--- config.mk ---
export PLATFORM = sky130hd
export DESIGN_NAME = bus_addr_decode
export DESIGN_NICKNAME = d
export VERILOG_FILES = /design/src/source/cpu_bus_pkg.sv /design/src/source/bus_addr_decode.sv
export SDC_FILE = /design/constraint.sdc
export NUM_CORES = 1
export LEC_CHECK = 0
export BUFFER_PORTS_ARGS = -buffer_cell sky130_fd_sc_hd__buf_2
export CORE_AREA = 2 2 55 57
export DETAILED_ROUTE_END_ITERATION = 8
export DIE_AREA = 0 0 57 59
export MAX_ROUTING_LAYER = met4
export PLACE_DENSITY = 0.83
export SETUP_SLACK_MARGIN = 0.2
export SLEW_MARGIN = 20
export SYNTH_ARGS = -nofsm -noshare
export SYNTH_HDL_FRONTEND = slang
export SYNTH_SLANG_ARGS = --single-unit
--- constraint.sdc ---
create_clock -name clk96 -period 2.3 [get_ports clk96]
set_input_delay 0.345 -clock clk96 [delete_from_list [all_inputs] [get_ports clk96]]
set_output_delay 0.345 -clock clk96 [all_outputs]
set_load 0.05 [all_outputs]
--- src/source/cpu_bus_pkg.sv ---
package cpu_bus_pkg;

    // one 68000-style access, held by the CPU until ack
    typedef struct packed {
        logic        valid;     // address strobe
        logic [23:1] addr;      // word address
        logic        write;
        logic [1:0]  be;        // {upper, lower}
        logic [15:0] wdata;
    } cpu_bus_req_t;

    typedef struct packed {
        logic rom;
        logic ram;
        logic gcu;
        logic palram;
        logic io;
        logic oki;
        logic ym;
    } dev_sel_t;

    typedef struct packed {
        logic select_reg;
        logic write_reg;
        logic write_ram;
        logic read_ram_h;
        logic read_ram_l;
        logic set_ram_ptr;
    } gcu_op_t;

    typedef struct packed {
        logic [9:0] joy1;       // high active, as delivered by the framework
        logic [9:0] joy2;
        logic [9:0] joy3;
        logic [9:0] joy4;
        logic [3:0] start;
        logic [3:0] coin;
        logic       service;
        logic       test;
        logic [7:0] dipsw_a;
        logic [7:0] dipsw_b;
        logic [7:0] dipsw_c;
    } cabinet_in_t;

    typedef enum logic [3:0] {
        JMPR, DSWA, DSWB, IN1, IN2, IN3, IN4, SYS, OKIBANK, COIN, NONE
    } io_port_e;

    // byte address map
    localparam logic [23:0] ROM_LAST = 24'h07_FFFF;
    localparam logic [7:0]  RAM_HI8  = 8'h10;     // 100000-10FFFF
    localparam logic [3:0]  GCU_HI4  = 4'h3;
    localparam logic [3:0]  PAL_HI4  = 4'h4;
    localparam logic [3:0]  YM_HI4   = 4'h5;
    localparam logic [3:0]  OKI_HI4  = 4'h6;
    localparam logic [11:0] IO_HI12  = 12'h700;

    // offsets inside the I/O page
    localparam logic [11:0] IO_JMPR_OFS = 12'h000;
    localparam logic [11:0] IO_DSWA_OFS = 12'h004;
    localparam logic [11:0] IO_DSWB_OFS = 12'h008;
    localparam logic [11:0] IO_IN1_OFS  = 12'h00C;
    localparam logic [11:0] IO_IN2_OFS  = 12'h010;
    localparam logic [11:0] IO_IN3_OFS  = 12'h014;
    localparam logic [11:0] IO_IN4_OFS  = 12'h018;
    localparam logic [11:0] IO_SYS_OFS  = 12'h01C;
    localparam logic [11:0] IO_BANK_OFS = 12'h030;
    localparam logic [11:0] IO_COIN_OFS = 12'h034;

    // GCU registers answered locally, without a strobe
    localparam logic [3:0] GCU_STAT_OFS  = 4'hC;  // vblank flag
    localparam logic [3:0] GCU_VSTAT_OFS = 4'hE;  // sync flags and line count

    // strobe raised by a GCU access at byte offset ofs, zero if none
    function automatic gcu_op_t gcu_op_decode(input logic write, input logic [3:0] ofs);
        gcu_op_t op;
        op = '0;
        if (write) begin
            case (ofs)
                4'h0:       op.set_ram_ptr = 1'b1;
                4'h4, 4'h6: op.write_ram   = 1'b1;
                4'h8:       op.select_reg  = 1'b1;
                4'hC:       op.write_reg   = 1'b1;
                default:    op = '0;
            endcase
        end else begin
            case (ofs)
                4'h4:    op.read_ram_h = 1'b1;
                4'h6:    op.read_ram_l = 1'b1;
                default: op = '0;
            endcase
        end
        return op;
    endfunction

endpackage

--- src/source/bus_addr_decode.sv ---
module bus_addr_decode import cpu_bus_pkg::*; (
    input  logic         clk96,
    input  logic         reset96,
    input  cpu_bus_req_t req,
    output dev_sel_t     sel,
    output io_port_e     port,
    output logic         prg_cs,
    output logic [18:0]  prg_addr
);

    logic [23:0] byte_addr;
    dev_sel_t    hit;
    io_port_e    port_hit;

    assign byte_addr = {req.addr, 1'b0}; // follows the byte map

    always_comb begin
        hit        = '0;
        hit.rom    = byte_addr <= ROM_LAST;
        hit.ram    = byte_addr[23:16] == RAM_HI8;
        hit.gcu    = byte_addr[23:20] == GCU_HI4;
        hit.palram = byte_addr[23:20] == PAL_HI4;
        hit.io     = byte_addr[23:12] == IO_HI12;
        hit.oki    = byte_addr[23:20] == OKI_HI4;
        hit.ym     = byte_addr[23:20] == YM_HI4;
    end

    always_comb begin
        case (byte_addr[11:0])
            IO_JMPR_OFS: port_hit = JMPR;
            IO_DSWA_OFS: port_hit = DSWA;
            IO_DSWB_OFS: port_hit = DSWB;
            IO_IN1_OFS:  port_hit = IN1;
            IO_IN2_OFS:  port_hit = IN2;
            IO_IN3_OFS:  port_hit = IN3;
            IO_IN4_OFS:  port_hit = IN4;
            IO_SYS_OFS:  port_hit = SYS;
            IO_BANK_OFS: port_hit = OKIBANK;
            IO_COIN_OFS: port_hit = COIN;
            default:     port_hit = NONE;
        endcase
    end

    always_ff @(posedge clk96 or posedge reset96) begin
        if (reset96) begin
            sel      <= '0;
            port     <= JMPR;
            prg_cs   <= 1'b0;
            prg_addr <= '0;
        end else if (req.valid) begin
            sel      <= hit;
            port     <= hit.io ? port_hit : JMPR; // zero outside the I/O page
            prg_cs   <= hit.rom;
            prg_addr <= req.addr[19:1];
        end else begin
            sel    <= '0;
            port   <= JMPR;
            prg_cs <= 1'b0;
        end
    end

    // a held request selects at most one device
    a_sel_onehot: assert property (@(posedge clk96) disable iff (reset96)
        req.valid |=> $onehot0(sel));

endmodule

* Word-level counts from Yosys, hierarchy flattened
Index checks and enable logic that the tools add are counted.
** Storage, ports and cells
- Input port bits :: 45
- Word-level logic and storage cells :: 32
- Output and inout port bits :: 31
- Register bits after elaboration :: 31
** Cells by class
- Order comparisons :: 1
- Reduce and logical (&&, ||, !) cells :: 1
- Equal/unequal tests :: 15
- Multiplexer cells :: 5
** Operator list (number)
- 11-bit by 4-bit equality test with 1-bit output (second input constant) :: 4
- 4-bit case mux with 10 select lines :: 1
- 24-bit by 19-bit <= comparator with 1-bit output (second input constant) :: 1
- 11-bit by 3-bit equality test with 1-bit output (second input constant) :: 2
- 11-bit by 5-bit equality test with 1-bit output (second input constant) :: 2
- 12-bit by 11-bit equality test with 1-bit output (second input constant) :: 1
- 4-bit by 3-bit equality test with 1-bit output (second input constant) :: 3
- 12-bit logical NOT :: 1
- 11-bit by 2-bit equality test with 1-bit output (second input constant) :: 1
- 8-bit by 5-bit equality test with 1-bit output (second input constant) :: 1
- 4-bit two-way mux :: 2
- 7-bit two-way mux :: 1
- 4-bit by 2-bit equality test with 1-bit output (second input constant) :: 1
- 1-bit two-way mux :: 1

* Longest topological paths before layout
- Depth after elaboration :: 4
- Gate-level depth with buffers :: 4
- Depth with buffers taken out :: 3

* Worst setup path after synthesis
No wires, ideal clock.
- Kind :: input-to-reg
- Start :: in req[28] in the netlist's numbering
- End :: reg port[0]
- Required time :: 2.231 ns
- Library setup time :: 0.069 ns
- Buffers on the path :: 0
- Arrival :: 1.398 ns
- Slack :: 0.834 ns
- Cell stages on the path :: 3
- Cells stage by stage :: or4_1 -> nor4_1 -> and4_1
** On the way
- Cells in the longest elaborated chain, start to end :: 4
- Elaborated cells between the ends (all ways) :: 13
- Those cells by class :: eq/ne (9); mux (3); reduce/logical (1)
** Ends and longest elaborated chain
- from (decl) :: line bus_addr_decode.sv:4 : input cpu_bus_req_t req,
- 11-bit by 5-bit equality test with 1-bit output, or another cell as far along :: line bus_addr_decode.sv:29 : case (byte_addr[11:0])
- 4-bit case mux with 10 select lines (*) :: line bus_addr_decode.sv:29
- 4-bit two-way mux (*) :: line bus_addr_decode.sv:52 : port <= hit.io ? port_hit : JMPR;
- 4-bit two-way mux (*) :: line bus_addr_decode.sv:50 : end else if (req.valid) begin
- to (signal assigned) :: line bus_addr_decode.sv:52
- to (decl) :: line bus_addr_decode.sv:6 : output io_port_e port,
Mark *: on every way between the ends. The rest lies on a longest branch, timed or not.
A chain may end at the register's enable or synchronous reset.

* Worst setup path in the final report
- Start :: in req[37] in the netlist's numbering
- End :: reg port[0]
** On the way
- Cells in the longest elaborated chain, start to end :: 3
** Ends and longest elaborated chain
- 12-bit by 11-bit equality test with 1-bit output :: line bus_addr_decode.sv:23 : hit.io = byte_addr[23:12] == IO_HI12;
- 4-bit two-way mux :: line bus_addr_decode.sv:52
- 4-bit two-way mux :: line bus_addr_decode.sv:50
Every way passes these cells.

==> flow_metrics.py <==
metrics = {
    "status": {
        "status": "complete, no violations",
    },
    "synthesis": {
        "async_flop_share": 1.00,
        "ys.flop_type": "dfrtp_1",
        "syn_area_mm2": 0.00117,
        "synth.top_cells.by_count": "dfrtp_1, mux2_2, inv_1, nor4b_1",
        "synthAdderAreaFrac": 0,
        "yosys_warnings": 0,
        "synth_seq_cells": 30,
        "synth-edff-count": 0,
        "synth_simple_gate_area_share": 0.130,
        "synth_fp_nets": 122,
        "synth.avg_cell_area_um2": 15.2,
        "ys_types": 21,
        "synth.area.top_cells": "dfrtp_1, mux2_2, nor4b_1, nor4_4, and4_1",
        "synth_top_family_by_area": "multiplexers",
        "yosysTopAreaCellShare": 0.643,
        "seq_area_frac_synth": 0.643,
        "synth_cells": 77,
        "synth_xor_xnor_area_share": 0,
        "synth.most_common_cell": "dfrtp_1",
        "yosysTopAreaCell": "dfrtp_1",
        "synth.area.mux_share": 0.183,
        "synth_compound_area_frac": 0.0214,
    },
    "min_path": {
        "worstHoldPathType": "in2async",
    },
    "clocking": {
        "cts.hold.buffers_added": 0,
        "clk_path_buf_depth": 2,
        "htree_levels": 2,
        "insertion_delay_ps": 310,
        "tritoncts": "yes",
        "post_cts_buffers": 0,
        "clock_sinks": 30,
        "path_clk_slew_ps": 100,
        "cts_root_buf": "clkbuf_4",
        "ctsResizeCount": 0,
        "cts_buffers": 5,
    },
    "place": {
        "dpl_cell_area_mm2": 0.00149,
        "gp_congestion": 0.798,
        "dp_worst_setup_slack_ps": 593,
        "hpwl_um": 1790,
        "io_buffer_count": 56,
    },
    "floorplanning": {
        "rows": 19,
        "start_util": 0.431,
        "fp.dieH_um": 59,
        "io_pins": 76,
        "dieArea_mm2": 0.00336,
        "die_w_um": 57,
        "core_area_mm2": 0.00271,
    },
    "setup_path": {
        "crit_required_ps": 2560,
        "r2r-start": "prg_addr[5]",
        "cp.arrival_ps": 1620,
        "critPathLaunch": "req[37]",
        "cp_cell_sequence": "buf_2 > or4_4 > nor4_4 > and4_1",
        "crit_path_start_kind": "input port",
        "r2r_slack_ps": 1520,
        "critPathMaxFanout": 5,
        "crit_type": "in2reg",
        "crit_path_end_kind": "flop",
        "slowest_stage": "or4_4",
        "slowest_delay_ps": 550,
    },
    "grt": {
        "busiest_layer": "met2",
        "grt_overflow_total": 0,
        "grt_pass1_vias": 847,
        "grt_util_met2": 0.264,
        "grt_pass1_wl_um": 3630,
        "grt_antenna_before_repair": 0,
        "grt_start_max_net_pins": 31,
        "grt_use_total": 0.154,
        "use_met3": 0.0568,
        "met1_usage": 0.150,
    },
    "finish": {
        "layout-drive-gt1-share": 0.636,
        "utilization": 0.577,
        "synthToLayoutAreaGrowth_pct": 34.0,
        "final_nets": 184,
        "final_area_mm2": 0.00156,
        "fillers": 231,
        "antennaDiodeCount": 0,
    },
    "power_and_ir_drop": {
        "ir_worst_vdd_mv": 0.562,
        "p_leak_uw": 0.000820,
        "p_per_area_mw_per_mm2": 791,
        "total_power_uw": 1240,
    },
    "routing": {
        "vias": 848,
        "drt_wl_total_um": 2300,
        "firstDrtPassIters": 4,
        "drt_first_iter_violations": 3,
        "drc": 0,
        "viasPerCell": 4.96,
        "wire_per_inst_um": 13.5,
        "final_antenna_net_count": 0,
    },
    "timing": {
        "min_period_over_period": 0.593,
        "slew_headroom": 0.689,
        "slew_violations": 0,
        "fin_ws_ps": 936,
        "max_freq_mhz": 733,
        "setup_violations": 0,
        "tightest_slew_ps": 466,
        "finalHoldViolations": 0,
        "rsz0062_at_grt": "no",
        "tns_ps": 0,
        "period_needed_ps": 1360,
        "clock_skew_ps": 0,
    },
    "job": {
        "drv_cap": 0,
    },
}
power by group:
| part | leakage [µW] | internal (µW) | switching, µW |
|---|---|---|---|
| Clock | 0.0000450 | 225 | 173 |
| Sequential | 0.000375 | 562 | 16.7 |
| Combinational | 0.000400 | 75.4 | 184 |
| Total | 0.000820 | 862 | 375 |
stage by stage:
step / hold WS, ps / instances
2_1_floorplan: 415 / 77
3_3_place_gp: 424 / 163
3_5_place_dp: 430 / 163
4_1_cts: 65.4 / 171
5_1_grt: 95.3 / 171
6_report: 70.6 / 171
final timing paths:
| path | endpoint | depth (start not counted) |
|---|---|---|
| worst max-delay path | port[0] | 4 |
| worst min-delay path | prg_addr[17] | 3 |
| worst max register to register | prg_addr[5] | 1 |
| worst min register to register | prg_addr[3] | 1 |
| max in group asynchronous | prg_addr[1] | 3 |
| min in group clk96 | prg_cs | 2 |
flip-flops by register name, indices dropped and copies added, names as in the netlist:
name      cells
sel           6
prg_cs        1
port          4
prg_addr     19
cell families (layout without fill, tap and decap cells):
kind of cell / count (synthesis) / after routing
compound gates: 4 / 4
buf+inv: 6 / 69
flops: 30 / 30
mux: 19 / 19
simple gates: 18 / 18
cell usage in the layout (no fill, tap or decap), types with 2 or more instances in the layout:
cell type | Yosys | final
buf_2 | 0 | 56
dfrtp_1 | 30 | 30
mux2_2 | 19 | 19
clkbuf_4 | 0 | 5
inv_1 | 3 | 3
nor4b_1 | 3 | 3
or4_1 | 2 | 2
and4_1 | 2 | 2
nor2b_1 | 2 | 2
a21boi_1 | 2 | 2
clkinv_2 | 0 | 2
buf_4 | 1 | 2
worst max-delay path: cells and delay by family:
kind,cells,cell delay (ps)
and+or+nand+nor,3,1160
buffers and inverters,1,110
layout make-up:
class / instances / area [µm²] / area share
tap: 31 / 38.8 / 0.0248
sequential: 30 / 751 / 0.480
clock buffer: 5 / 37.5 / 0.0240
multi-input combinational: 41 / 390 / 0.250
inverter: 3 / 11.3 / 0.00720
clock inverter: 3 / 40.0 / 0.0256
timing repair buffer: 58 / 295 / 0.189
per-layer routing:
metal	vias to the layer above	wire length, µm
li1	402	-
met1	410	858
met2	34	1260
met3	2	154
met4	0	27
met5	-	0
No activity file was read; power rests on OpenSTA's default activity.
