File: src/source/cpu_bus_pkg.sv
package cpu_bus_pkg;

    // one 68000-style access, held by the CPU until ack
    typedef struct packed {
        logic        valid;     // address strobe
        logic [23:1] addr;      // word address
        logic        write;
        logic [1:0]  be;        // {upper, lower}
        logic [15:0] wdata;
    } cpu_bus_req_t;

    typedef struct packed {
        logic rom;
        logic ram;
        logic gcu;
        logic palram;
        logic io;
        logic oki;
        logic ym;
    } dev_sel_t;

    typedef struct packed {
        logic select_reg;
        logic write_reg;
        logic write_ram;
        logic read_ram_h;
        logic read_ram_l;
        logic set_ram_ptr;
    } gcu_op_t;

    typedef struct packed {
        logic [9:0] joy1;       // high active, as delivered by the framework
        logic [9:0] joy2;
        logic [9:0] joy3;
        logic [9:0] joy4;
        logic [3:0] start;
        logic [3:0] coin;
        logic       service;
        logic       test;
        logic [7:0] dipsw_a;
        logic [7:0] dipsw_b;
        logic [7:0] dipsw_c;
    } cabinet_in_t;

    typedef enum logic [3:0] {
        JMPR, DSWA, DSWB, IN1, IN2, IN3, IN4, SYS, OKIBANK, COIN, NONE
    } io_port_e;

    // byte address map
    localparam logic [23:0] ROM_LAST = 24'h07_FFFF;
    localparam logic [7:0]  RAM_HI8  = 8'h10;     // 100000-10FFFF
    localparam logic [3:0]  GCU_HI4  = 4'h3;
    localparam logic [3:0]  PAL_HI4  = 4'h4;
    localparam logic [3:0]  YM_HI4   = 4'h5;
    localparam logic [3:0]  OKI_HI4  = 4'h6;
    localparam logic [11:0] IO_HI12  = 12'h700;

    // offsets inside the I/O page
    localparam logic [11:0] IO_JMPR_OFS = 12'h000;
    localparam logic [11:0] IO_DSWA_OFS = 12'h004;
    localparam logic [11:0] IO_DSWB_OFS = 12'h008;
    localparam logic [11:0] IO_IN1_OFS  = 12'h00C;
    localparam logic [11:0] IO_IN2_OFS  = 12'h010;
    localparam logic [11:0] IO_IN3_OFS  = 12'h014;
    localparam logic [11:0] IO_IN4_OFS  = 12'h018;
    localparam logic [11:0] IO_SYS_OFS  = 12'h01C;
    localparam logic [11:0] IO_BANK_OFS = 12'h030;
    localparam logic [11:0] IO_COIN_OFS = 12'h034;

    // GCU registers answered locally, without a strobe
    localparam logic [3:0] GCU_STAT_OFS  = 4'hC;  // vblank flag
    localparam logic [3:0] GCU_VSTAT_OFS = 4'hE;  // sync flags and line count

    // strobe raised by a GCU access at byte offset ofs, zero if none
    function automatic gcu_op_t gcu_op_decode(input logic write, input logic [3:0] ofs);
        gcu_op_t op;
        op = '0;
        if (write) begin
            case (ofs)
                4'h0:       op.set_ram_ptr = 1'b1;
                4'h4, 4'h6: op.write_ram   = 1'b1;
                4'h8:       op.select_reg  = 1'b1;
                4'hC:       op.write_reg   = 1'b1;
                default:    op = '0;
            endcase
        end else begin
            case (ofs)
                4'h4:    op.read_ram_h = 1'b1;
                4'h6:    op.read_ram_l = 1'b1;
                default: op = '0;
            endcase
        end
        return op;
    endfunction

endpackage

File: src/source/bus_read_result.sv
module bus_read_result import cpu_bus_pkg::*; #(
    parameter int ACK_DELAY = 1
) (
    input  logic         clk96,
    input  logic         reset96,
    input  cpu_bus_req_t req,
    input  dev_sel_t     sel,
    input  io_port_e     port,
    input  logic [15:0]  ram_q,
    input  logic [15:0]  pal_q,
    input  logic [15:0]  prg_data,
    input  logic [15:0]  gcu_dout,
    input  logic         prg_ok,
    input  logic         gcu_ack,
    input  cabinet_in_t  cab,
    input  logic         hsync,
    input  logic         vsync,
    input  logic         fblank,
    input  logic         lvbl,
    input  logic [8:0]   vcount,
    input  logic [7:0]   oki_dout,
    input  logic [7:0]   ym_dout,
    output logic [15:0]  rdata,
    output logic         ack,
    output logic         oki_bank
);

    localparam logic [3:0] ACK_CNT = 4'(ACK_DELAY);

    logic [3:0]  cnt;
    logic        pending;   // valid seen last edge, sel now meaningful
    logic [3:0]  gcu_ofs;
    logic        gcu_wait;  // access that needs the GCU's answer
    logic        go;
    logic [7:0]  p1_ctrl, p2_ctrl, p3_ctrl, p4_ctrl;
    logic [7:0]  sys_lo;
    logic [15:0] vid_status;
    logic [15:0] rd_mux;

    // inputs are high active, the game reads them low active
    function automatic logic [5:0] joy_map(input logic [9:0] j);
        return ~{j[5], j[4], j[0], j[1], j[2], j[3]}; // b2 b1 right left down up
    endfunction

    assign gcu_ofs  = {req.addr[3:1], 1'b0};
    assign gcu_wait = sel.gcu && (gcu_op_decode(req.write, gcu_ofs) != '0);

    assign p1_ctrl = {2'b00, joy_map(cab.joy1)};
    assign p2_ctrl = {2'b00, joy_map(cab.joy2)};
    assign p3_ctrl = {1'b0, ~cab.joy3[6], joy_map(cab.joy3)};
    assign p4_ctrl = {1'b0, ~cab.joy4[6], joy_map(cab.joy4)};
    assign sys_lo  = {1'b0, ~cab.start[1], ~cab.start[0], ~cab.coin[1], ~cab.coin[0],
                      ~cab.test, 1'b0, ~cab.service};

    assign vid_status = {~hsync, ~vsync, 5'b11111, ~fblank,
                         vcount[8] ? 8'hFF : vcount[7:0]};

    always_comb begin
        rd_mux = '0;
        if (sel.rom)
            rd_mux = prg_data;
        else if (sel.ram)
            rd_mux = ram_q;
        else if (sel.palram)
            rd_mux = pal_q;
        else if (gcu_wait)
            rd_mux = gcu_dout;
        else if (sel.gcu && gcu_ofs == GCU_STAT_OFS)
            rd_mux = {15'b0, ~lvbl};
        else if (sel.gcu && gcu_ofs == GCU_VSTAT_OFS)
            rd_mux = vid_status;
        else if (sel.oki)
            rd_mux = {2{oki_dout}};
        else if (sel.ym)
            rd_mux = {2{ym_dout}};
        else if (sel.io) begin
            case (port)
                IN1:     rd_mux = {2{p1_ctrl}};
                IN2:     rd_mux = {2{p2_ctrl}};
                IN3:     rd_mux = {2{p3_ctrl}};
                IN4:     rd_mux = {2{p4_ctrl}};
                SYS:     rd_mux = {cab.dipsw_c, sys_lo};
                DSWA:    rd_mux = {2{cab.dipsw_a}};
                DSWB:    rd_mux = {2{cab.dipsw_b}};
                JMPR:    rd_mux = {2{cab.dipsw_c}};
                default: rd_mux = '0; // bank, coin counter, unmapped
            endcase
        end
    end

    // ROM and GCU wait for their device, everything else counts
    assign go = pending && !ack &&
                ((sel.rom && prg_ok) ||
                 (gcu_wait && gcu_ack) ||
                 (!sel.rom && !gcu_wait && cnt == ACK_CNT));

    always_ff @(posedge clk96 or posedge reset96) begin
        if (reset96) begin
            pending  <= 1'b0;
            cnt      <= '0;
            ack      <= 1'b0;
            rdata    <= '0;
            oki_bank <= 1'b0;
        end else begin
            pending <= req.valid;
            if (!req.valid) begin
                cnt <= '0;
                ack <= 1'b0;      // release follows the strobe
            end else begin
                if (pending && !ack && cnt != ACK_CNT)
                    cnt <= cnt + 4'd1;
                if (go) begin
                    ack   <= 1'b1;
                    rdata <= req.write ? 16'h0000 : rd_mux;
                    if (sel.io && port == OKIBANK && req.write && req.be[0])
                        oki_bank <= req.wdata[0];
                end
            end
        end
    end

    a_ack_needs_valid: assert property (@(posedge clk96) disable iff (reset96)
        $rose(ack) |-> $past(req.valid));

endmodule

File: config.mk
export PLATFORM = sky130hd
export DESIGN_NAME = bus_read_result
export DESIGN_NICKNAME = d
export VERILOG_FILES = /design/src/source/cpu_bus_pkg.sv /design/src/source/bus_read_result.sv
export SDC_FILE = /design/constraint.sdc
export NUM_CORES = 1
export LEC_CHECK = 0
export BUFFER_PORTS_ARGS = -buffer_cell sky130_fd_sc_hd__buf_2
export CORE_AREA = 3 3 92 94
export DETAILED_ROUTE_END_ITERATION = 6
export DIE_AREA = 0 0 95 97
export HOLD_SLACK_MARGIN = 0.06
export PLACE_DENSITY = 0.74
export RECOVER_POWER = 100
export SKIP_CTS_REPAIR_TIMING = 1
export SKIP_LAST_GASP = 1
export SYNTH_ARGS = -nofsm -noshare
export SYNTH_HDL_FRONTEND = slang
export SYNTH_SLANG_ARGS = --single-unit
export TNS_END_PERCENT = 30
File: constraint.sdc
create_clock -name clk96 -period 2.99 [get_ports clk96]
set_input_delay 0.299 -clock clk96 [delete_from_list [all_inputs] [get_ports clk96]]
set_output_delay 0.299 -clock clk96 [all_outputs]
set_load 0.05 [all_outputs]
======== Word-level counts from Yosys, hierarchy flattened ========
Index checks and enable logic that the tools add are counted.
storage, ports and cells
  register bits ........................... 23
  bits in latches ......................... 0
  memory bits (writable) .................. 0
  bits in read-only memories .............. 0
  input bits .............................. 225
  output and inout bits ................... 18
  logic and storage cells ................. 86
  memories ................................ 0
cells by class
  add/sub/neg operators ................... 1
  $mul .................................... 0
  div/mod/pow operators ................... 0
  magnitude comparators ................... 0
  equal/unequal tests ..................... 17
  shift-type cells ........................ 0
  muxes and demuxes ....................... 23
  bitwise gates (word level) .............. 16
  reduce and logical (&&, ||, !) cells .... 24
operators by type and width
  kind                 number
  $mux 16              10
  $pmux 16 s8          1
  $not 6->6            4
  $eq 4x3->1 const B   4
  $logic_and 1x1->1    13
  $not 1->1            12
  $eq 3x3->1 const B   3
  $eq 4x1->1 const B   2
  $eq 4x2->1 const B   2
  $logic_not 4->1      2
  $mux 1               8
  $mux 4               2
  $mux 8               1
  $eq 3x2->1 const B   2
  $mux 6               1
  $reduce_bool 6->1    1
  $add 4x1->4 const B  1
  $eq 4x4->1 const B   1
  $ne 2x1->1 const B   2
  $ne 4x1->1 const B   1
  $logic_not 1->1      3
  $reduce_and 3->1     1
  $logic_or 1x1->1     2
  $reduce_and 2->1     1
  $reduce_or 2->1      1

======== Longest topological paths before layout ========
  word-level depth ........................ 13
  depth in mapped cells ................... 9
  depth with buffers taken out ............ 7

======== Worst setup path after synthesis ========
No wires, ideal clock.
  path kind ............................... in2reg
  start ................................... in req[18] (netlist bit)
  end ..................................... reg oki_bank
  library setup time ...................... 0.128 ns
  arrival ................................. 1.975 ns
  data required time ...................... 2.862 ns
  slack ................................... 0.887 ns
  stages .................................. 8
  buffers on the path ..................... 2
  cells stage by stage .................... nor2b_4 -> o21a_1 -> buf_2 -> o311a_1 -> or2_1 -> buf_2 -> nor3_1 -> mux2_1
on the way
  word-level cells in the longest chain between the ends .. 9
  elaborated cells between the ends (all ways) .. 13
  those cells by class .................... mux (1); reduce/logical (12)
ends and longest elaborated chain
  item                             line                    RTL
  start: declaration               bus_read_result.sv:6    input cpu_bus_req_t req,
  $mux 6                           cpu_bus_pkg.sv:78       if (write) begin
  $reduce_bool 6->1                bus_read_result.sv:46   assign gcu_wait = sel.gcu && (gcu_op_decode(req.write, gcu_ofs) != '0);
  $logic_and 1x1->1                bus_read_result.sv:46
  $logic_not 1->1                  bus_read_result.sv:95   (!sel.rom && !gcu_wait && cnt == ACK_CNT));
  $logic_and 1x1->1 (2 in series)  bus_read_result.sv:95
  $logic_or 1x1->1                 bus_read_result.sv:94   (gcu_wait && gcu_ack) ||
  $logic_and 1x1->1                bus_read_result.sv:92   assign go = pending && !ack &&
  $reduce_and 3->1 (no line) *     --
  end signal: assignment           bus_read_result.sv:116  oki_bank <= req.wdata[0];
  end: declaration                 bus_read_result.sv:25   output logic oki_bank
Mark *: on every way between the ends. The rest lies on a longest branch, timed or not.
A chain may end at the register's enable or synchronous reset.

======== Worst setup path after layout ========
  start ................................... reg cnt[1]
  end ..................................... reg rdata[0]
on the way
  word-level cells in the longest chain between the ends .. 5
ends and longest elaborated chain
  item                        line                    RTL
  start: declaration          bus_read_result.sv:30   logic [3:0] cnt;
  start signal: assignment    bus_read_result.sv:111  cnt <= cnt + 4'd1;
  $eq 4x1->1                  bus_read_result.sv:95
  $logic_and 1x1->1           bus_read_result.sv:95
  $logic_or 1x1->1            bus_read_result.sv:94
  $logic_and 1x1->1           bus_read_result.sv:92
  $reduce_and 2->1 (no line)  --
  end signal: assignment      bus_read_result.sv:114  rdata <= req.write ? 16'h0000 : rd_mux;
  end: declaration            bus_read_result.sv:23   output logic [15:0] rdata,
No other way between the ends.

==> results.md <==
- Insertion delay to the later sink of the worst-skew pair: 260 ps
- Post-Synth Simple-Gate Area: 28.1%
- Fin crit share: 80.9%
- First-pass GRT wire length: 17800 microns
- Final Wtd Congestion: 0.915
- Mean post-synth cell area: 7.02 sq um
- Top_reg_cell synth: dfrtp_1
- H-tree levels: 1
- Share of layout cells above drive strength 1: 33.3%
- Initial antenna violation count: 0
- CTS tree: built
- Die Height: 97 microns
- Post-route DRC: 0
- Clock root cell: clkbuf_8
- Post-synth EDFFs: 0
- Antenna-violating nets left: 0
- Gr usage total: 24.6%
- Run status: finished clean
- Yosys top cell area share: 21.9%
- IO buf count: 188
- TritonCTS Buffers: 3
- Vias: 3706
- Cell count after synthesis: 374
- Largest family of logic cells by synthesized area: compound AO/OA/AOI/OAI gates
- Adder-cell share of the synthesized area: 0.953%
- Antenna Cells: 0
- Drt first-iter violations: 300
- Crit-path max FO: 18
- Post-route setup TNS: 0 ps
- GR Overflow Total: 0
- Vias per cell: 5.75
- P_leak: 1.74 nW
- Max-Cap Viols: 0
- Seq/Total Area, Yosys: 21.9%
- Largest net degree at the start of global routing: 30
- Async S/R FF share, synth: 100%
- Mapped Nets: 601
- Core area: 7730 sq um
- CP Class: reg2reg
- Area contributors post-synth: dfrtp_1 (22%), nand2_1 (7.7%), a21oi_1 (5.5%), o21ai_0 (5.5%), nor2_1 (4.4%)
- Synth warn: 0
- Slew HR: 37.2%
- Dpl hpwl: 9730 microns
- Most frequent cells in the layout: buf_2 (169), nand2_1 (54), nor2_1 (31), o21ai_0 (30), a21oi_1 (29)
- Per-cell routed wire length: 18.3 microns
- Initial core utilization: 34.0%
- Worst-Margin Slew: 942 ps
- Mapped Area: 2630 sq um
- FMAX: 414 MHz
- Worst Clk Skew: 3.14 ps
- Rows: 32
- Power Density: 358 nW/um^2
- Most common cell after layout, fill and taps aside: buf_2
- Distinct cell type count after synthesis: 58
- Critical Path AT: 2610 ps
- Clock transition at the registers of the reported paths: 80 ps
- CP Data Required Time: 3180 ps
- Final Hold Viols: 0
- Flops & latches, synth: 23
- Setup crit start kind: flip-flop
- Worst hold path type: in2async
- Proportion of synthesized area in mux cells: 4.62%
- Max Root-Sink Buffers: 2
- Max-slew violation count: 0
- Final period demand of the worst path: 2420 ps
- Maximum vdd drop: 150 uV
- RSZ-0062 raised after global routing: no
- Complex-gate fraction of the synthesized area: 37.8%
- Layout Nets: 771
- Final hold slack: 223 ps
- I/O pin count: 243
- Die X-Extent: 95 microns
- CP endpoint kind: flip-flop
- Layout area overhead: 38.5%
- Final wirelength: 11800 microns
- Vias in the first global route: 3602
- Post-synth top area cell: dfrtp_1
- DIE AREA: 9220 sq um
- Sink Count: 23
- XOR/XNOR Fraction of Synth Area: 1.00%
- Initial DRT Pass Iterations: 6
- Final setup vio count: 0
final timing paths:
check / start / endpoint / slack [ps] / cells past startpoint
max in group asynchronous: reset96 / rdata[5] / 2210 / 2
max: cnt[1] / rdata[0] / 570 / 8
max reg2reg: cnt[1] / rdata[0] / 570 / 8
min in group clk96: req[0] / oki_bank / 250 / 2
min reg2reg: rdata[6] / rdata[6] / 490 / 2
min: reset96 / rdata[15] / 220 / 2
layer usage:
metal | GRT usage (%) | vias to the layer above | share of wire (%)
met1 | 31.7 | 1720 | 41
met2 | 42.9 | 206 | 48
li1 | - | 1764 | -
met3 | 2.41 | 16 | 9.0
met4 | 7.21 | 0 | 1.9
met5 | 0 | - | 0
stage by stage:
step | power (W) | utilization, % | instance area, sq um | worst slack, ps | cells
3_3_place_gp | 0.00111 | 46.9 | 3620 | 545 | 641
2_1_floorplan | 0.000861 | - | 2630 | 887 | 374
3_5_place_dp | 0.00113 | 46.9 | 3620 | 520 | 641
6_report | 0.00130 | 47.1 | 3640 | 572 | 645
5_1_grt | 0.00138 | 47.1 | 3640 | 428 | 645
4_1_cts | 0.00132 | 47.5 | 3670 | 757 | 645
sequential cells by signal, indices dropped and copies added, names as in the netlist:
signal	flops
ack	1
rdata	16
pending	1
oki_bank	1
cnt	4
report_power, final:
group | switching (W) | internal (W)
sequential | 0.0000441 | 0.000372
combinational | 0.000465 | 0.000226
clock | 0.000101 | 0.0000930
cells by family (layout without fill, tap and decap cells):
group | Yosys count | after routing
compound gates | 146 | 146
xor+xnor | 3 | 3
fa+ha+maj | 2 | 2
buf+inv | 38 | 207
flops | 23 | 23
mux | 12 | 12
simple gates | 150 | 150
worst max-delay path: stages, from the launching register on:
cell	delay, ps
dfrtp_1	420
inv_1	70
ha_1	130
nand2_1	60
o311a_1	290
or2_0	530
buf_4	350
or3_1	350
o21ai_0	140
area by class of cell:
| type | instances | area [sq um] |
|---|---|---|
| clock buffers | 3 | 41.3 |
| repair buffers | 193 | 955 |
| multi-input cells | 313 | 1900 |
| flip-flops and latches | 23 | 576 |
| fillers | 800 | 4090 |
| well taps | 102 | 128 |
| clock inverters | 1 | 5.00 |
| inverters | 10 | 37.5 |
Yosys cell counts, drive strengths merged (6+ instances only):
library cell,n
a21oi,29
a221oi,6
a22oi,6
and2,9
and3,7
clkbuf,23
dfrtp,23
inv,10
mux2i,11
nand2,54
nand2b,6
nor2,31
nor2b,9
nor3,9
o21ai,31
o221ai,7
o22ai,16
(Power assumes the default switching activity.)
