===== src/source/cpu_bus_pkg.sv =====
package cpu_bus_pkg;

    // one 68000-style access, held by the CPU until ack
    typedef struct packed {
        logic        valid;     // address strobe
        logic [23:1] addr;      // word address
        logic        write;
        logic [1:0]  be;        // {upper, lower}
        logic [15:0] wdata;
    } cpu_bus_req_t;

    typedef struct packed {
        logic rom;
        logic ram;
        logic gcu;
        logic palram;
        logic io;
        logic oki;
        logic ym;
    } dev_sel_t;

    typedef struct packed {
        logic select_reg;
        logic write_reg;
        logic write_ram;
        logic read_ram_h;
        logic read_ram_l;
        logic set_ram_ptr;
    } gcu_op_t;

    typedef struct packed {
        logic [9:0] joy1;       // high active, as delivered by the framework
        logic [9:0] joy2;
        logic [9:0] joy3;
        logic [9:0] joy4;
        logic [3:0] start;
        logic [3:0] coin;
        logic       service;
        logic       test;
        logic [7:0] dipsw_a;
        logic [7:0] dipsw_b;
        logic [7:0] dipsw_c;
    } cabinet_in_t;

    typedef enum logic [3:0] {
        JMPR, DSWA, DSWB, IN1, IN2, IN3, IN4, SYS, OKIBANK, COIN, NONE
    } io_port_e;

    // byte address map
    localparam logic [23:0] ROM_LAST = 24'h07_FFFF;
    localparam logic [7:0]  RAM_HI8  = 8'h10;     // 100000-10FFFF
    localparam logic [3:0]  GCU_HI4  = 4'h3;
    localparam logic [3:0]  PAL_HI4  = 4'h4;
    localparam logic [3:0]  YM_HI4   = 4'h5;
    localparam logic [3:0]  OKI_HI4  = 4'h6;
    localparam logic [11:0] IO_HI12  = 12'h700;

    // offsets inside the I/O page
    localparam logic [11:0] IO_JMPR_OFS = 12'h000;
    localparam logic [11:0] IO_DSWA_OFS = 12'h004;
    localparam logic [11:0] IO_DSWB_OFS = 12'h008;
    localparam logic [11:0] IO_IN1_OFS  = 12'h00C;
    localparam logic [11:0] IO_IN2_OFS  = 12'h010;
    localparam logic [11:0] IO_IN3_OFS  = 12'h014;
    localparam logic [11:0] IO_IN4_OFS  = 12'h018;
    localparam logic [11:0] IO_SYS_OFS  = 12'h01C;
    localparam logic [11:0] IO_BANK_OFS = 12'h030;
    localparam logic [11:0] IO_COIN_OFS = 12'h034;

    // GCU registers answered locally, without a strobe
    localparam logic [3:0] GCU_STAT_OFS  = 4'hC;  // vblank flag
    localparam logic [3:0] GCU_VSTAT_OFS = 4'hE;  // sync flags and line count

    // strobe raised by a GCU access at byte offset ofs, zero if none
    function automatic gcu_op_t gcu_op_decode(input logic write, input logic [3:0] ofs);
        gcu_op_t op;
        op = '0;
        if (write) begin
            case (ofs)
                4'h0:       op.set_ram_ptr = 1'b1;
                4'h4, 4'h6: op.write_ram   = 1'b1;
                4'h8:       op.select_reg  = 1'b1;
                4'hC:       op.write_reg   = 1'b1;
                default:    op = '0;
            endcase
        end else begin
            case (ofs)
                4'h4:    op.read_ram_h = 1'b1;
                4'h6:    op.read_ram_l = 1'b1;
                default: op = '0;
            endcase
        end
        return op;
    endfunction

endpackage


===== src/source/gcu_op_strobe.sv =====
module gcu_op_strobe import cpu_bus_pkg::*; (
    input  logic         clk96,
    input  logic         reset96,
    input  cpu_bus_req_t req,
    input  dev_sel_t     sel,
    input  logic         gcu_ack,
    output gcu_op_t      gcu_op
);

    gcu_op_t op_next;
    logic    issued;    // strobe already sent for this access

    assign op_next = gcu_op_decode(req.write, {req.addr[3:1], 1'b0});

    always_ff @(posedge clk96 or posedge reset96) begin
        if (reset96) begin
            gcu_op <= '0;
            issued <= 1'b0;
        end else begin
            if (!sel.gcu)
                issued <= 1'b0;   // re-arm between accesses

            if (gcu_ack) begin
                gcu_op <= '0;     // GCU took the operation
            end else if (sel.gcu && !issued) begin
                gcu_op <= op_next;
                issued <= 1'b1;
            end
        end
    end

    // the GCU sees one operation at a time
    a_op_onehot: assert property (@(posedge clk96) disable iff (reset96)
        $onehot0(gcu_op));

endmodule


===== config.mk =====
export PLATFORM = sky130hd
export DESIGN_NAME = gcu_op_strobe
export DESIGN_NICKNAME = d
export VERILOG_FILES = /design/src/source/cpu_bus_pkg.sv /design/src/source/gcu_op_strobe.sv
export SDC_FILE = /design/constraint.sdc
export NUM_CORES = 1
export LEC_CHECK = 0
export ABC_AREA = 1
export BUFFER_PORTS_ARGS = -buffer_cell sky130_fd_sc_hd__clkbuf_2
export CAP_MARGIN = 20
export CORE_AREA = 4 4 41 43
export CTS_BUF_LIST = sky130_fd_sc_hd__clkbuf_16
export DETAILED_ROUTE_END_ITERATION = 10
export DIE_AREA = 0 0 45 47
export PLACE_DENSITY = 0.84
export SYNTH_ARGS = -nofsm -noshare
export SYNTH_HDL_FRONTEND = slang
export SYNTH_SLANG_ARGS = --single-unit

===== constraint.sdc =====
create_clock -name clk96 -period 1.3 [get_ports clk96]
set_input_delay 0.065 -clock clk96 [delete_from_list [all_inputs] [get_ports clk96]]
set_output_delay 0.065 -clock clk96 [all_outputs]
set_load 0.02 [all_outputs]

* Word-level counts from Yosys, hierarchy flattened
Cells that the tools add are included.
** Word-level totals
- Bits in writable memories :: 0
- Output and inout port bits :: 6
- Register bits after elaboration :: 7
- Bits in read-only memories :: 0
- Bits of input ports :: 53
- Bits in latches :: 0
- Memories kept :: 0
** Cells by class
- Bitwise gates (word level) :: 0
- Reductions and logical operators :: 5
- Add/subtract/negate cells :: 0
- Muxes and demuxes :: 12
- Divide/modulo/power cells :: 0
- Shift-type cells :: 0
- Multipliers :: 0
- Eq/ne operators :: 4
- Order comparisons :: 0
** Operators with widths (count)
- 6-bit 2-to-1 mux :: 3
- 1-bit 2-to-1 mux :: 9
- 3-bit by 2-bit equality test with 1-bit output (second input constant) :: 2
- 3-bit equality test (second input constant) :: 2
- 3-bit zero test :: 1
- 2-bit nonzero test :: 1
- 2-bit OR reduction :: 1
- 1-bit logical AND :: 1
- 1-bit zero test :: 1

* Depth between registers and ports, before layout
Gate-level depths: netlist (run 1).
- Word-level depth :: 6
- Mapped depth :: 5
- Gate-level depth less buffers :: 5

* Worst setup path before layout (run 1)
Ideal clock, no wire load.
- Path type :: register -> register
- From :: register issued
- To :: register gcu_op[4] (netlist name)
- Arrival time :: 762 ps
- Stages on the path, launching flop included :: 6
- Setup slack :: 473 ps
- Required time :: 1235 ps
- Cell sequence :: dfrtp_1 > inv_1 > nand2_2 > nor2_2 > nand3_1 > nand2_1
** On the way
- Longest elaborated chain between the ends :: 3
** RTL lines
- start, declared :: RTL line gcu_op_strobe.sv:11 : logic issued;
- start signal, assigned :: RTL line gcu_op_strobe.sv:18 : issued <= 1'b0;
- start signal, assigned :: RTL line gcu_op_strobe.sv:21 : issued <= 1'b0;
- start signal, assigned :: RTL line gcu_op_strobe.sv:27 : issued <= 1'b1;
- 1-bit zero test :: RTL line gcu_op_strobe.sv:25 : end else if (sel.gcu && !issued) begin
- 1-bit logical AND :: RTL line gcu_op_strobe.sv:25
- 2-bit nonzero test (no source line)
- end signal, assigned :: RTL line gcu_op_strobe.sv:26 : gcu_op <= op_next;
- end, declared :: RTL line gcu_op_strobe.sv:7 : output gcu_op_t gcu_op
Every way passes these cells.
A chain may end at the register's enable or synchronous reset.

* Worst setup path after layout (run 1)
Same ends and word-level chain as after synthesis.

==> reports/metrics.cfg, run 1 <==
[setup_path]
cp.arrival_ns = 1.09
crit_fanout = 4
path_class = register to register
critPathLaunchType = register
endpoint_kind = register
required_ns = 1.47

[synthesis]
synthCells = 43
synth_top_family_by_area = simple AND/OR/NAND/NOR gates
synth_nets = 96
ys_warn_count = 0
synthMuxAreaShare = 0
avgSynthCellArea_um2 = 7.68
syn_area_um2 = 330
synth_compound_area_frac = 0.0492
yosys.area_share.adder = 0
yosys.area_share.simple = 0.341
synth-xor-area-share = 0
yosysUniqueCellTypes = 10
yosysSeqAreaShare = 0.530
ys_ff_latch = 7

[detailed_routing]
routed_wl_um = 749
routed.top_layer = met3
wl_per_cell_um = 9.86
vias = 324
drt_iter0_drc = 4
antenna_left = 0
drc = 0
wl_met2_um = 370
dr_wl_met3_um = 76
viasPerCell = 4.26
dr.pass1.iters = 5
wl_met1_um = 302

[timing]
finalSetupViolCount = 0
worst_pin_slew_ns = 0.271
min_period_ns = 0.921
setup_tns_ns = 0
relSlewSlack = 0.819
slew_violations = 0
min_period_over_period = 0.708
setup_ws_ns = 0.379
hold_viol_final = 0
rsz0062_at_grt = false
skew_ns = 0.00358
fmax_mhz = 1090

[die]
die-width_um = 45
die_y_um = 47
initial_core_util = 0.254
io_pins = 59
die_area_um2 = 2120
fp-row-count = 13
coreArea_um2 = 1300

[cells_and_area]
mostFrequentLayoutCell = nand2_1
diodes = 0
final_area_um2 = 503
synthToLayoutAreaGrowth_pct = 52.3
nNetsFinal = 115
fillerInstances = 150
drive_gt1_frac = 0.311
layout_common_cells = 17 x nand2_1, 13 x clkbuf_2, 8 x inv_1, 7 x dfrtp_1, 4 x nand3_1

[cts]
cts_max_level = 1
cts.sinks = 7
cts_tree = built
cts_setup_buffers = 0
cts_max_path_buffers = 2
clk_pin_slew_ns = 0.04
cts-resized-gates = 0
cts_made_buffers = 3
hold_buffers = 1
clk_latency_ns = 0.23
cts-root-buf = clkbuf_16

[global_route]
grt_pass1_vias = 296
overflow = 0
antenna_found_initial = 0
grt_max_degree = 8
track_usage = 0.0884
grt_first_pass_wirelength_um = 1210

[hold_path]
hold_class = primary input to register

[pwr]
leakage_nw = 0.308
power.total_mw = 0.794
max-vdd-ir-drop_mv = 0.799
power_density_nw_per_um2 = 1580

[placed_design]
io_buffers = 13
place.gp.congestion = 0.698
dp_hpwl_um = 607
place_area_um2 = 414
pre_cts_ws_ns = 0.375

[flow_run]
drv_cap = 0

[run_status]
outcome = finished, final reports clean

## report_power, final
group,switching (mW),total (mW),internal [mW]
clock network,0.115,0.515,0.400
registers,0.00199,0.226,0.224
logic,0.0336,0.0535,0.0199
## flip-flops by register name, summed over array words and instances, names as in the netlist
register	cells
gcu_op	6
issued	1
## final timing paths
| path | startpoint | to | slack, ns | depth (start not counted) |
|---|---|---|---|---|
| setup / recovery | issued$_DFF_PP0_ | gcu_op[4]$_DFFE_PP0P_ | 0.38 | 5 |
| hold / removal | gcu_ack | issued$_DFF_PP0_ | 0.06 | 2 |
| setup reg to reg | issued$_DFF_PP0_ | gcu_op[4]$_DFFE_PP0P_ | 0.38 | 5 |
| hold reg to reg | gcu_op[3]$_DFFE_PP0P_ | gcu_op[3]$_DFFE_PP0P_ | 0.48 | 2 |
| max in group asynchronous | reset96 | gcu_op[5]$_DFFE_PP0P_ | 0.79 | 3 |
| min in group asynchronous | reset96 | gcu_op[4]$_DFFE_PP0P_ | 0.29 | 3 |
## cell families after synthesis
group           after synthesis
buf+inv                       7
simple gates                 27
flops                         7
compound gates                2
## layer usage
metal | GRT usage | vias to the layer above
met5 | 0 | -
met4 | 0.0526 | 0
met3 | 0.0690 | 0
met2 | 0.133 | 10
met1 | 0.0860 | 147
li1 | - | 167
## Yosys cell counts
cell      instances  area (µm²)
a21boi_0          1        7.51
a21oi_2           1        8.76
dfrtp_1           7         175
inv_1             7        26.3
nand2_1          17        63.8
nand2_2           1        6.26
nand3_1           4        20.0
nor2_1            3        11.3
nor2_2            1        6.26
nor3_1            1        5.00
## final cells by class
| cell class | instances | area [µm²] | area share |
|---|---|---|---|
| well taps | 15 | 18.8 | 0.0373 |
| repair buffers | 14 | 75.1 | 0.149 |
| clock buffers | 3 | 75.1 | 0.149 |
| multi-input cells | 29 | 129 | 0.256 |
| flip-flops and latches | 7 | 175 | 0.348 |
| clock inverters | 1 | 3.75 | 0.00746 |
| inverters | 7 | 26.3 | 0.0522 |
## worst max-delay path, cell delays in order (launching register included)
cell	delay [ns]
dfrtp_1	0.35
inv_1	0.11
nand2_2	0.07
nor2_2	0.17
nand3_1	0.09
nand2_1	0.07
## per-stage QoR
stage	cells	hold slack [ns]	utilization
finish	76	0.0629	0.387
global route	76	0.0814	0.387
CTS	76	0.0623	0.387
floorplan	43	-0.132	-
global placement	71	-0.0169	0.318
detailed placement	71	-0.00580	0.318
Note: power is estimated with default switching activity, not from simulation.
==> run 2: changes to the inputs <==
Settings changed: CORE_AREA 4 4 41 43 to default, CORE_MARGIN from default to 4, CORE_UTILIZATION from default to 25, DIE_AREA 0 0 45 47 to default.
Clock period 1.3 ns to 0.9 ns, I/O delays scaled along.
==> run 2 against run 1 <==
Worst setup slack got worse by 0.34 ns. Cell count decreased by 1.3%. Clock skew fell by 0.0015 ns. Worst hold slack improved by 0.013 ns. First-iteration DRC count is 50% higher. Non-clock buffer count did not move. Global-route usage is 0.79 points higher. Critical path type unchanged. Critical endpoint is now gcu_op[5]$_DFFE_PP0P_.
==> reports/metrics.cfg, run 2 (synthesis results as in run 1) <==
[run_status]
outcome = finished, final reports clean

[global_route]
overflow = 0
grt_first_pass_wirelength_um = 1280
grt_pass1_vias = 301
grt_max_degree = 8
track_usage = 0.0963
antenna_found_initial = 0

[pwr]
clkPwrFrac = 0.642
power.total_mw = 1.17
p_switching_mw = 0.231
p_sw_frac = 0.198
seq_power_share = 0.280
power_frac_comb = 0.078
leakage_nw = 0.312
power_density_nw_per_um2 = 2230
max-vdd-ir-drop_mv = 1.02
p_int_mw = 0.934

[cts]
cts_tree = built
cts-root-buf = clkbuf_16
clk_pin_slew_ns = 0.04
cts_made_buffers = 3
clk_latency_ns = 0.23
cts_setup_buffers = 0
cts.sinks = 7
cts_max_level = 1
cts_max_path_buffers = 2

[timing]
finalSetupViolCount = 0
min_period_ns = 0.857
worst_pin_slew_ns = 0.260
rsz0062_at_grt = true
slew_violations = 0
hold_slack_ns = 0.0756
fmax_mhz = 1170
hold_viol_final = 0
min_period_over_period = 0.953
skew_ns = 0.00204
relSlewSlack = 0.826

[die]
die_area_um2 = 1970
die-width_um = 44.4
io_pins = 59
coreArea_um2 = 1170
die_y_um = 44.4
initial_core_util = 0.282
fp-row-count = 12

[cells_and_area]
final_util = 0.446
synthToLayoutAreaGrowth_pct = 58.0
diodes = 0
nNetsFinal = 115
layout_common_cells = 17 x nand2_1, 13 x clkbuf_2, 7 x inv_1, 7 x dfrtp_1, 4 x nand3_1
largest_reg_flops = 6
drive_gt1_frac = 0.344
top_regs = gcu_op (6), issued (1)
final_area_um2 = 522
mostFrequentLayoutCell = nand2_1
fillerInstances = 128
largest_register = gcu_op

[setup_path]
regToRegSetupSlack_ns = 0.04
path_class = register to register
slowest_stage = dfrtp_1
required_ns = 1.07
slowest_delay_ns = 0.36
critPathLaunchType = register
path_cells = inv_2, nand2_4, nor2_4, nand3_1, nand2_1
crit_fanout = 4
endpoint_kind = register
cp.arrival_ns = 1.03

[detailed_routing]
antenna_left = 0
vias = 317
dr.pass1.iters = 4
drt_iter0_drc = 6
viasPerCell = 4.23
wl_per_cell_um = 10.2
drc = 0
routed_wl_um = 762

[placed_design]
place_area_um2 = 413
place.gp.congestion = 0.802
io_buffers = 13
dp_hpwl_um = 558

[hold_path]
hold_class = primary input to register

[flow_run]
drv_cap = 0

==> run 2: worst paths after layout <==
| kind | from | end | depth (start not counted) |
|---|---|---|---|
| worst max-delay path | issued$_DFF_PP0_ | gcu_op[5]$_DFFE_PP0P_ | 5 |
| worst min-delay path | gcu_ack | issued$_DFF_PP0_ | 2 |
| worst max register to register | issued$_DFF_PP0_ | gcu_op[5]$_DFFE_PP0P_ | 5 |
| worst min register to register | gcu_op[2]$_DFFE_PP0P_ | gcu_op[2]$_DFFE_PP0P_ | 2 |
| max in group asynchronous | reset96 | gcu_op[3]$_DFFE_PP0P_ | 3 |
| min in group asynchronous | reset96 | gcu_op[1]$_DFFE_PP0P_ | 3 |
==> run 2: area by class of cell <==
| class | count | area, µm² | share of cell area |
|---|---|---|---|
| clock buffer | 3 | 75.1 | 0.144 |
| clock inverter | 1 | 3.75 | 0.00719 |
| inverter | 7 | 26.3 | 0.0504 |
| multi-input combinational | 29 | 149 | 0.285 |
| sequential | 7 | 175 | 0.336 |
| tap | 14 | 17.5 | 0.0336 |
| timing repair buffer | 14 | 75.1 | 0.144 |
==> run 2: routing by layer <==
layer / GRT usage / up-vias / wire (µm)
met2: 0.145 / 9 / 357
li1: - / 165 / -
met3: 0.0163 / 4 / 46
met4: 0.127 / 0 / 40
met5: 0 / - / 0
met1: 0.0993 / 139 / 317
==> run 2: power groups by stage <==
stage | combinational, mW | clock [mW] | sequential, mW
CTS | 0.0836 | 0.751 | 0.326
finish | 0.0906 | 0.748 | 0.326
global placement | 0.0725 | 0 | 0.330
detailed placement | 0.0751 | 0 | 0.330
floorplan | 0.0361 | 0 | 0.334
global route | 0.102 | 0.772 | 0.327
==> run 2: worst max-delay path: cells and delay by family, from the launching register on <==
family / cells / cell delay [ns]
flip-flops: 1 / 0.36
AND/OR/NAND/NOR: 4 / 0.32
buffers and inverters: 1 / 0.10
==> run 2: stage by stage <==
stage          setup slack [ns]  cells   TNS, ns
3_3_place_gp             0.0147     70         0
3_5_place_dp            -0.0213     70   -0.0242
6_report                 0.0426     75         0
5_1_grt                 -0.0124     75   -0.0199
4_1_cts                -0.00742     75  -0.00742
2_1_floorplan            0.0727     43         0
==> run 2: repair_timing <==
item                                   CTS  global route
cloned                                   0             0
pin swaps                                0             2
gates resized for setup                  2             3
endpoints found under the hold margin    7             0
hold buffers                             1             0
setup endpoints to repair                2             6
